==> src/cgra_cfg.svh <==
`ifndef CGRA_CFG_SVH
`define CGRA_CFG_SVH

// array dimensions.
`define CGRA_ROWS 2
`define CGRA_COLS 2

// tracks on each side of a tile.
`define CGRA_TRACKS 4

// block numbers, carried in the high half of the config address.
`define CGRA_BLK_SB 7
`define CGRA_BLK_CB0 6
`define CGRA_BLK_CB1 5
`define CGRA_BLK_LB 4

`endif

==> src/cgra_pkg.sv <==
package cgra_pkg;

	// tile sides, also the side index into a tile track bus.
	typedef enum logic [1:0] {
		SIDE_N = 2'd0,
		SIDE_E = 2'd1,
		SIDE_S = 2'd2,
		SIDE_W = 2'd3
	} side_e;

	// logic block function.
	typedef enum logic [1:0] {
		LB_AND   = 2'd0,
		LB_OR    = 2'd1,
		LB_XOR   = 2'd2,
		LB_PASS0 = 2'd3 // operand 0 straight through.
	} lb_op_e;

	// source of one switch box output.
	// first three walk clockwise from the side after the output's own side.
	typedef enum logic [1:0] {
		SB_CW1 = 2'd0,
		SB_CW2 = 2'd1, // opposite side.
		SB_CW3 = 2'd2,
		SB_LB  = 2'd3
	} sb_sel_e;

endpackage

==> src/cfg_bus_if.sv <==
`timescale 1ns/1ps

// one write per cycle where valid is high, no handshake back.
interface cfg_bus_if;
	logic        valid;
	logic [15:0] tile;
	logic [15:0] blk;
	logic [31:0] data;

	modport host (
		output valid,
		output tile,
		output blk,
		output data
	);

	modport tile_mp (
		input valid,
		input tile,
		input blk,
		input data
	);
endinterface

==> src/connect_box.sv <==
`timescale 1ns/1ps
`include "cgra_cfg.svh"

module connect_box (
	input  logic                                clk,
	input  logic                                rst_n,
	input  logic [2*`CGRA_TRACKS-1:0]           tracks,
	input  logic                                cfg_en,
	input  logic [$clog2(2*`CGRA_TRACKS)-1:0]  cfg_sel,
	output logic                                operand
);

	localparam int SEL_W = $clog2(2 * `CGRA_TRACKS);

	logic [SEL_W-1:0] sel_q;

	always_ff @(posedge clk or negedge rst_n) begin
		if (!rst_n) begin
			sel_q <= '0; // track 0 of the inputs.
		end else if (cfg_en) begin
			sel_q <= cfg_sel;
		end
	end

	// low half are the side inputs, high half the switch box outputs.
	assign operand = tracks[sel_q];

endmodule

==> src/switch_box.sv <==
`timescale 1ns/1ps
`include "cgra_cfg.svh"

module switch_box import cgra_pkg::*; (
	input  logic                      clk,
	input  logic                      rst_n,
	input  logic [4*`CGRA_TRACKS-1:0] track_in,
	input  logic                      lb_out,
	input  logic                      cfg_en,
	input  logic [31:0]               cfg_word,
	output logic [4*`CGRA_TRACKS-1:0] track_out
);

	localparam int T = `CGRA_TRACKS;
	localparam int N_OUT = 4 * T;

	sb_sel_e sel_q [N_OUT];

	// all selects load at once, two bits per output.
	always_ff @(posedge clk or negedge rst_n) begin
		if (!rst_n) begin
			for (int i = 0; i < N_OUT; i++) begin
				sel_q[i] <= SB_CW1;
			end
		end else if (cfg_en) begin
			for (int i = 0; i < N_OUT; i++) begin
				sel_q[i] <= sb_sel_e'(cfg_word[2*i +: 2]);
			end
		end
	end

	for (genvar i = 0; i < N_OUT; i++) begin : g_out
		localparam side_e OWN = side_e'(i / T);
		localparam int TRK = i % T;

		logic [1:0] src_side;
		logic       from_side;

		// two bit add wraps north after west.
		assign src_side = OWN + sel_q[i] + 2'd1;
		assign from_side = track_in[src_side * T + TRK]; // same track number.

		assign track_out[i] = (sel_q[i] == SB_LB) ? lb_out : from_side;
	end

endmodule

==> src/logic_block.sv <==
`timescale 1ns/1ps

module logic_block import cgra_pkg::*; (
	input  logic   clk,
	input  logic   rst_n,
	input  logic   operand_0,
	input  logic   operand_1,
	input  logic   cfg_en,
	input  lb_op_e cfg_op,
	output logic   result
);

	lb_op_e op_q;
	logic   func;

	always_ff @(posedge clk or negedge rst_n) begin
		if (!rst_n) begin
			op_q <= LB_AND;
		end else if (cfg_en) begin
			op_q <= cfg_op;
		end
	end

	always_comb begin
		case (op_q)
			LB_AND:  func = operand_0 & operand_1;
			LB_OR:   func = operand_0 | operand_1;
			LB_XOR:  func = operand_0 ^ operand_1;
			default: func = operand_0;
		endcase
	end

	// one cycle from operand change to result.
	always_ff @(posedge clk or negedge rst_n) begin
		if (!rst_n) begin
			result <= 1'b0;
		end else begin
			result <= func;
		end
	end

endmodule

==> src/pe_tile.sv <==
`timescale 1ns/1ps
`include "cgra_cfg.svh"

module pe_tile import cgra_pkg::*; #(
	parameter int TILE_ID = 0
) (
	input  logic                      clk,
	input  logic                      rst_n,
	cfg_bus_if.tile_mp                cfg,
	input  logic [4*`CGRA_TRACKS-1:0] track_in,
	output logic [4*`CGRA_TRACKS-1:0] track_out
);

	localparam int T = `CGRA_TRACKS;
	localparam int CB_SEL_W = $clog2(2 * T);

	logic tile_hit;
	logic sb_en;
	logic cb0_en;
	logic cb1_en;
	logic lb_en;
	logic operand_0;
	logic operand_1;
	logic lb_out;

	// address decode.
	assign tile_hit = cfg.valid && (cfg.tile == 16'(TILE_ID));

	// block numbers are distinct, so one enable at most.
	assign sb_en  = tile_hit && (cfg.blk == 16'(`CGRA_BLK_SB));
	assign cb0_en = tile_hit && (cfg.blk == 16'(`CGRA_BLK_CB0));
	assign cb1_en = tile_hit && (cfg.blk == 16'(`CGRA_BLK_CB1));
	assign lb_en  = tile_hit && (cfg.blk == 16'(`CGRA_BLK_LB));

	switch_box u_sb (
		.clk       (clk),
		.rst_n     (rst_n),
		.track_in  (track_in),
		.lb_out    (lb_out),
		.cfg_en    (sb_en),
		.cfg_word  (cfg.data),
		.track_out (track_out)
	);

	// operand 0 taps the north side.
	connect_box u_cb0 (
		.clk     (clk),
		.rst_n   (rst_n),
		.tracks  ({track_out[SIDE_N*T +: T], track_in[SIDE_N*T +: T]}),
		.cfg_en  (cb0_en),
		.cfg_sel (cfg.data[CB_SEL_W-1:0]),
		.operand (operand_0)
	);

	// operand 1 taps the east side.
	connect_box u_cb1 (
		.clk     (clk),
		.rst_n   (rst_n),
		.tracks  ({track_out[SIDE_E*T +: T], track_in[SIDE_E*T +: T]}),
		.cfg_en  (cb1_en),
		.cfg_sel (cfg.data[CB_SEL_W-1:0]),
		.operand (operand_1)
	);

	logic_block u_lb (
		.clk       (clk),
		.rst_n     (rst_n),
		.operand_0 (operand_0),
		.operand_1 (operand_1),
		.cfg_en    (lb_en),
		.cfg_op    (lb_op_e'(cfg.data[1:0])),
		.result    (lb_out)
	);

endmodule

==> src/flat_wrapper.sv <==
// flat-port wrapper written by rule: the top's interface ports become plain ports
module pe_tile_flat import cgra_pkg::*;
#(
	parameter int TILE_ID = 0
)
  (clk, rst_n, track_in, track_out, cfg_valid, cfg_tile, cfg_blk, cfg_data);
  cfg_bus_if cfg_i ();
  input  logic clk;
  input  logic rst_n;
  input  logic [4*`CGRA_TRACKS-1:0] track_in;
  output logic [4*`CGRA_TRACKS-1:0] track_out;
  input wire logic [$bits(cfg_i.valid)-1:0] cfg_valid;
  input wire logic [$bits(cfg_i.tile)-1:0] cfg_tile;
  input wire logic [$bits(cfg_i.blk)-1:0] cfg_blk;
  input wire logic [$bits(cfg_i.data)-1:0] cfg_data;
  assign cfg_i.valid = cfg_valid;
  assign cfg_i.tile = cfg_tile;
  assign cfg_i.blk = cfg_blk;
  assign cfg_i.data = cfg_data;
  pe_tile #(.TILE_ID(TILE_ID)) u_core (.clk(clk), .rst_n(rst_n), .cfg(cfg_i), .track_in(track_in), .track_out(track_out));
endmodule
==> config.mk <==
export PLATFORM = sky130hd
export DESIGN_NAME = pe_tile_flat
export DESIGN_NICKNAME = d
export VERILOG_FILES = /design/src/cgra_pkg.sv /design/src/cfg_bus_if.sv /design/src/connect_box.sv /design/src/switch_box.sv /design/src/logic_block.sv /design/src/pe_tile.sv /design/src/flat_wrapper.sv
export VERILOG_INCLUDE_DIRS = /design/src
export SDC_FILE = /design/constraint.sdc
export NUM_CORES = 1
export LEC_CHECK = 0
export BUFFER_PORTS_ARGS = -buffer_cell sky130_fd_sc_hd__buf_2
export CORE_AREA = 2 2 59 89
export DETAILED_ROUTE_END_ITERATION = 8
export DIE_AREA = 0 0 61 91
export PLACE_DENSITY = 0.84
export SYNTH_ARGS = -nofsm -noshare
export SYNTH_HDL_FRONTEND = slang
export SYNTH_SLANG_ARGS = --single-unit
==> constraint.sdc <==
create_clock -name clk -period 4.54 [get_ports clk]
set_input_delay 0.908 -clock clk [delete_from_list [all_inputs] [get_ports clk]]
set_output_delay 0.908 -clock clk [all_outputs]
set_load 0.05 [all_outputs]
==> impl_metrics.tcl, run 1 <==
set metrics [dict create \
    stdcell_area_um2 3095 \
    fin_setup_tns_ns 0 \
    grt_remaining_overflow 0 \
    dieArea_um2 5551 \
    syn_to_final_growth_pct 26.61 \
    worstSetupPathType "flip-flop to output port" \
    p_leak_nw 1.602 \
    antenna_found_initial 0 \
    yosysWarnings 0 \
    track_usage 0.2241 \
    rows 31 \
    cp_cell_sequence "ha_1 -> mux4_2 -> mux2_2 -> buf_2" \
    synth-edff-count 0 \
    final_cell_mix "buf_2 (98), dfrtp_1 (41), mux2_1 (40)" \
    place.gp.congestion 0.8470 \
    first_global_vias 1945 \
    regArea_um2 1026 \
    antenna_left 0 \
    first_pass_iters 4 \
    layout_commonest_cell "buf_2" \
    max-vdd-ir-drop_v 0.0002158 \
    holdBufCountCts 0 \
    worstHoldStart "u_core.u_sb.sel_q[15]" \
    crit_arrival_ns 2.01 \
    syn_area_um2 2445 \
    cts_setup_buffers 0 \
    cts_tree "built" \
    first_iter_violations 38 \
    cts.path.max_buffers 2 \
    grt_pass1_wl_um 9059 \
    synth_top_area_cell "dfrtp_1" \
    clkSlewWorstSetupHoldPaths_ns 0.07 \
    cts.sinks 41 \
    worst_pin_slew_ns 0.9036 \
    hold_path.class "flip-flop to flip-flop" \
    hold_ws_ns 0.4941 \
    setup.worst_path.start "u_core.u_sb.sel_q[10]" \
    cts_buffers 5 \
    routedWlPerCell_um 16.55 \
    relSlewSlack 0.3976 \
    cpMaxStageDelayCell "mux4_2" \
    cap_violations 0 \
    die_w_um 61 \
    initial_utilization 0.5125 \
    clockRootBuffer "clkbuf_8" \
    synth-seq-cells 41 \
    num_vias 1897 \
    required_ns 3.63 \
    vias_per_cell 5.547 \
    max_freq_mhz 343.2 \
    synth.distinct_cells 35 \
    core-area_um2 4771 \
    rsz0062_at_grt "no" \
    cts_repair_resize_count 0 \
    portBuffers 98 \
    die_y_um 91 \
    syn_area_per_cell_um2 14.05 \
    multi_input_area_um2 1369 \
    fin_util 0.6488 \
    nNetsFinal 368 \
    htree_levels 2 \
    setup_slack_ns 1.626 \
    finalSetupViolCount 0 \
    synth_seq_area_share 0.4197 \
    endpoint_kind "output port" \
    async_flop_share 1.000 \
    report.final.slew_viol_count 0 \
    pin_count 99 \
    placed_area_um2 2994 \
    powerDensity_nw_per_um2 237.9 \
    insertion_delay_ns 0.30 \
    hold_viol 0 \
    drive_gt1_frac 0.4819 \
    drc_errors 0 \
    place_hpwl_um 4608 \
    totalWireLength_um 5661 \
    fin_skew_ns 0.004624 \
    critPathMaxStageDelay_ns 0.50 \
    r2r_start "u_core.u_lb.result" \
    synth_ff_type "dfrtp_1" \
    fin_crit_ns 2.914 \
    dp_slack_ns 1.496 \
    synthesis.instances 174 \
    path_max_fanout 3 \
    timing.final.crit_share 0.6419 \
    startpoint_type "flip-flop" \
    netlist.area_leader.share 0.4197 \
    fillers 398 \
    n_antenna_cell 0 \
    status "finished clean" \
    synth_fp_nets 267 \
    grt_max_degree 42 \
    synthTopCellsByArea "dfrtp_1 (42%), mux2_1 (18%), mux4_2 (15%)" \
]
-- cells in the mapped netlist, drive strengths merged (2+ instances only) --
library cell,number
mux4,16
buf,4
nand2b,3
inv,5
and3,3
nand3b,2
and2,2
nand4,3
nand2,2
dfrtp,41
nor2,6
nor2b,4
ha,10
mux2,44
nor4b,3
nor4,6
mux2i,8
-- metal layers --
layer	wire [um]	GRT usage	part of all wire
met1	1995	0.2443	0.35
met2	3216	0.3781	0.57
met3	232	0.05271	0.041
met4	217	0.1286	0.038
met5	0	0	0
-- power breakdown --
| group | internal, mW | switching, mW | total (mW) | leakage [nW] |
|---|---|---|---|---|
| logic | 0.0467 | 0.0627 | 0.109 | 0.976 |
| registers | 0.365 | 0.00214 | 0.368 | 0.572 |
| clock network | 0.137 | 0.122 | 0.259 | 0.0542 |
-- cell type report --
type / instances / area share
multi-input combinational: 123 / 0.4422
sequential: 41 / 0.3314
timing repair buffer: 99 / 0.1609
clock buffer: 7 / 0.03112
tap: 66 / 0.02668
inverter: 5 / 0.006063
clock inverter: 1 / 0.001617
-- sequential cells by signal (all words and copies together), names as in the netlist --
signal,count
u_core.u_cb0.sel_q,3
u_core.u_lb.result,1
u_core.u_lb.op_q,2
u_core.u_cb1.sel_q,3
u_core.u_sb.sel_q,32
-- per-stage QoR --
stage / power (mW) / cells
after detailed placement: 0.4847 / 334
after CTS: 0.7454 / 342
after floorplan: 0.4242 / 174
after global placement: 0.4811 / 334
after global routing: 0.7689 / 342
final: 0.7364 / 342
-- logic make-up after synthesis --
| kind of cell | after synthesis | share of synthesized area |
|---|---|---|
| multiplexers | 68 | 0.3828 |
| AND/OR/NAND/NOR | 40 | 0.1075 |
| buffers and inverters | 10 | 0.02046 |
| adder cells (fa/ha/maj) | 10 | 0.05118 |
| AO/OA/AOI/OAI | 5 | 0.01843 |
| flip-flops | 41 | 0.4197 |
-- final timing paths --
path / slack, ns / cells past startpoint / endpoint
worst max-delay path: 1.63 / 4 / track_out[10]
worst min-delay path: 0.49 / 1 / u_core.u_sb.sel_q[15]
worst max register to register: 1.88 / 6 / u_core.u_lb.result
worst min register to register: 0.49 / 1 / u_core.u_sb.sel_q[15]
max in group asynchronous: 3.24 / 1 / u_core.u_cb0.sel_q[0]
min in group asynchronous: 0.73 / 1 / u_core.u_sb.sel_q[3]
-- critical path, delay by kind of cell, from the launching register on --
family / cells / cell delay, ns
mux: 2 / 0.76
flops: 1 / 0.42
buf+inv: 1 / 0.21
fa+ha+maj: 1 / 0.32
Power figures use the tool's default switching activity.
==> inputs of run 2 (changes only) <==
ABC_AREA = 1   (was not set)
CORE_AREA = 2 2 63 95   (was 2 2 59 89)
DIE_AREA = 0 0 65 97   (was 0 0 61 91)
PLACE_DENSITY = 0.79   (was 0.84)
clock period = 3.02 ns   (was 4.54 ns; I/O delays follow)
==> impl_metrics.tcl, run 2 <==
set metrics [dict create \
    totalWireLength_um 7045 \
    path_max_fanout 13 \
    num_vias 2880 \
    relSlewSlack 0.3900 \
    netlist.area_leader.share 0.3868 \
    synth_top_family_by_area "simple AND/OR/NAND/NOR gates" \
    die_y_um 97 \
    synth-seq-cells 41 \
    endpoint_kind "output port" \
    synth.distinct_cells 29 \
    cts.sinks 41 \
    yosysMostFrequentCell "nand2_1" \
    synthTopCellsByArea "dfrtp_1 (39%), nand2_1 (18%), nand3_1 (8.7%)" \
    yosys.area_share.adder 0.04717 \
    drive_gt1_frac 0.2379 \
    drc_errors 0 \
    fin_skew_ns 0.003773 \
    syn_area_um2 2653 \
    setup_slack_ns 0.6116 \
    clkSlewWorstSetupHoldPaths_ns 0.07 \
    async_flop_share 1.000 \
    insertion_delay_ns 0.29 \
    fin_setup_tns_ns 0 \
    fin_crit_ns 2.408 \
    place.gp.congestion 0.8828 \
    cts_buffers 5 \
    grt_remaining_overflow 0 \
    report.final.slew_viol_count 0 \
    core-area_um2 5409 \
    first_iter_violations 202 \
    reg_top3 "u_core.u_sb.sel_q: 32 flops, u_core.u_cb0.sel_q: 3 flops, u_core.u_cb1.sel_q: 3 flops" \
    synth_top_area_cell "dfrtp_1" \
    hold_viol 0 \
    worst_pin_slew_ns 0.9150 \
    synth-edff-count 0 \
    regMostFlops "u_core.u_sb.sel_q" \
    status "finished clean" \
    cts.path.max_buffers 2 \
    synth_seq_area_share 0.3868 \
    pin_count 99 \
    grt_pass1_wl_um 11670 \
    largest_reg_flops 32 \
    worstSetupPathType "flip-flop to output port" \
    finalSetupViolCount 0 \
    rsz0062_at_grt "no" \
    hold_path.class "primary input to async pin" \
    cap_violations 0 \
    cts_setup_buffers 0 \
    synth.area.mux_share 0 \
    grt_max_degree 42 \
    initial_utilization 0.4904 \
    routedWlPerCell_um 12.93 \
    netlist_top_cells_count "nand2_1 (124), nand3_1 (46), dfrtp_1 (41), inv_1 (40), o21ai_0 (27)" \
    track_usage 0.2342 \
    clockRootBuffer "clkbuf_8" \
    synth_fp_nets 471 \
    powerDensity_nw_per_um2 332.1 \
    synthSimpleGateAreaFrac 0.3547 \
    yosysWarnings 0 \
    final_cell_mix "nand2_1 (124), buf_2 (98), nand3_1 (46)" \
    vias_per_cell 5.284 \
    r2r_setup_slack_ns 0.81 \
    max_freq_mhz 415.2 \
    htree_levels 2 \
    place_hpwl_um 5415 \
    startpoint_type "flip-flop" \
    cts_repair_resize_count 0 \
    antenna_left 0 \
    nNetsFinal 568 \
    synth_compound_gate_area_share 0.1321 \
    portBuffers 98 \
    layout_commonest_cell "nand2_1" \
    timing.final.crit_share 0.7975 \
    holdBufCountCts 0 \
    antenna_found_initial 0 \
    dp_slack_ns 0.7827 \
    max-vdd-ir-drop_v 0.0002142 \
    syn_area_per_cell_um2 7.017 \
    dieArea_um2 6305 \
    first_pass_iters 4 \
    n_antenna_cell 0 \
    rows 33 \
    first_global_vias 2813 \
    synthesis.instances 378 \
    synthXorXnorAreaFrac 0 \
    required_ns 2.42 \
    p_leak_nw 1.830 \
    synth_ff_type "dfrtp_1" \
    crit_arrival_ns 1.80 \
    die_w_um 65 \
    cts_tree "built" \
    syn_to_final_growth_pct 23.58 \
]
-- run 2: critical path: stages, from the launching register on --
cell	delay [ns]
dfrtp_1	0.43
inv_1	0.40
nand2_1	0.10
a31oi_1	0.30
inv_1	0.07
buf_2	0.21
-- run 2: final timing paths --
kind | end | startpoint | cells past startpoint
hold reg to reg | u_core.u_sb.sel_q[27] | u_core.u_sb.sel_q[27] | 2
min in group clk | u_core.u_sb.sel_q[27] | u_core.u_sb.sel_q[27] | 2
max in group asynchronous | u_core.u_sb.sel_q[13] | rst_n | 1
setup / recovery | track_out[6] | u_core.u_lb.result | 5
setup reg to reg | u_core.u_lb.result | u_core.u_lb.result | 14
hold / removal | u_core.u_sb.sel_q[5] | rst_n | 1
-- run 2: metrics by stage --
stage / area, um^2 / instances / power (mW) / hold WS (ns) / util
after detailed placement: 3192 / 538 / 0.7381 / 0.4678 / 0.5901
after global placement: 3192 / 538 / 0.7355 / 0.4632 / 0.5901
after global routing: 3278 / 545 / 1.132 / 0.5146 / 0.6061
after floorplan: 2653 / 378 / 0.6455 / 0.3084 / -
final: 3278 / 545 / 1.089 / 0.4466 / 0.6061
after CTS: 3278 / 545 / 1.097 / 0.4654 / 0.6061
-- run 2: cell type report --
| type | count | area, um^2 |
|---|---|---|
| clock buffers | 7 | 86.33 |
| repair buffers | 100 | 505.5 |
| multi-input cells | 287 | 1423 |
| inverters | 40 | 150.1 |
| flip-flops and latches | 41 | 1026 |
| fillers | 517 | 2131 |
| well taps | 70 | 87.58 |
-- run 2: logic make-up after synthesis --
| logic type | Yosys count |
|---|---|
| and+or+nand+nor | 215 |
| AOI/OAI and AO/OA | 62 |
| buffers and inverters | 50 |
| DFF | 41 |
| adders and majority gates | 10 |
-- run 2: where the power goes --
part | internal, mW | switching, mW | leakage (nW)
logic | 0.0640 | 0.113 | 1.21
registers | 0.549 | 0.000898 | 0.572
clock network | 0.181 | 0.180 | 0.0443
-- run 2: per-layer routing --
metal  up-vias  track usage  wire [um]
met5         -            0          0
met4         0      0.09329        183
met3        15      0.03372        364
met2        91       0.4544       3910
met1      1328       0.2396       2587
li1       1446            -          -
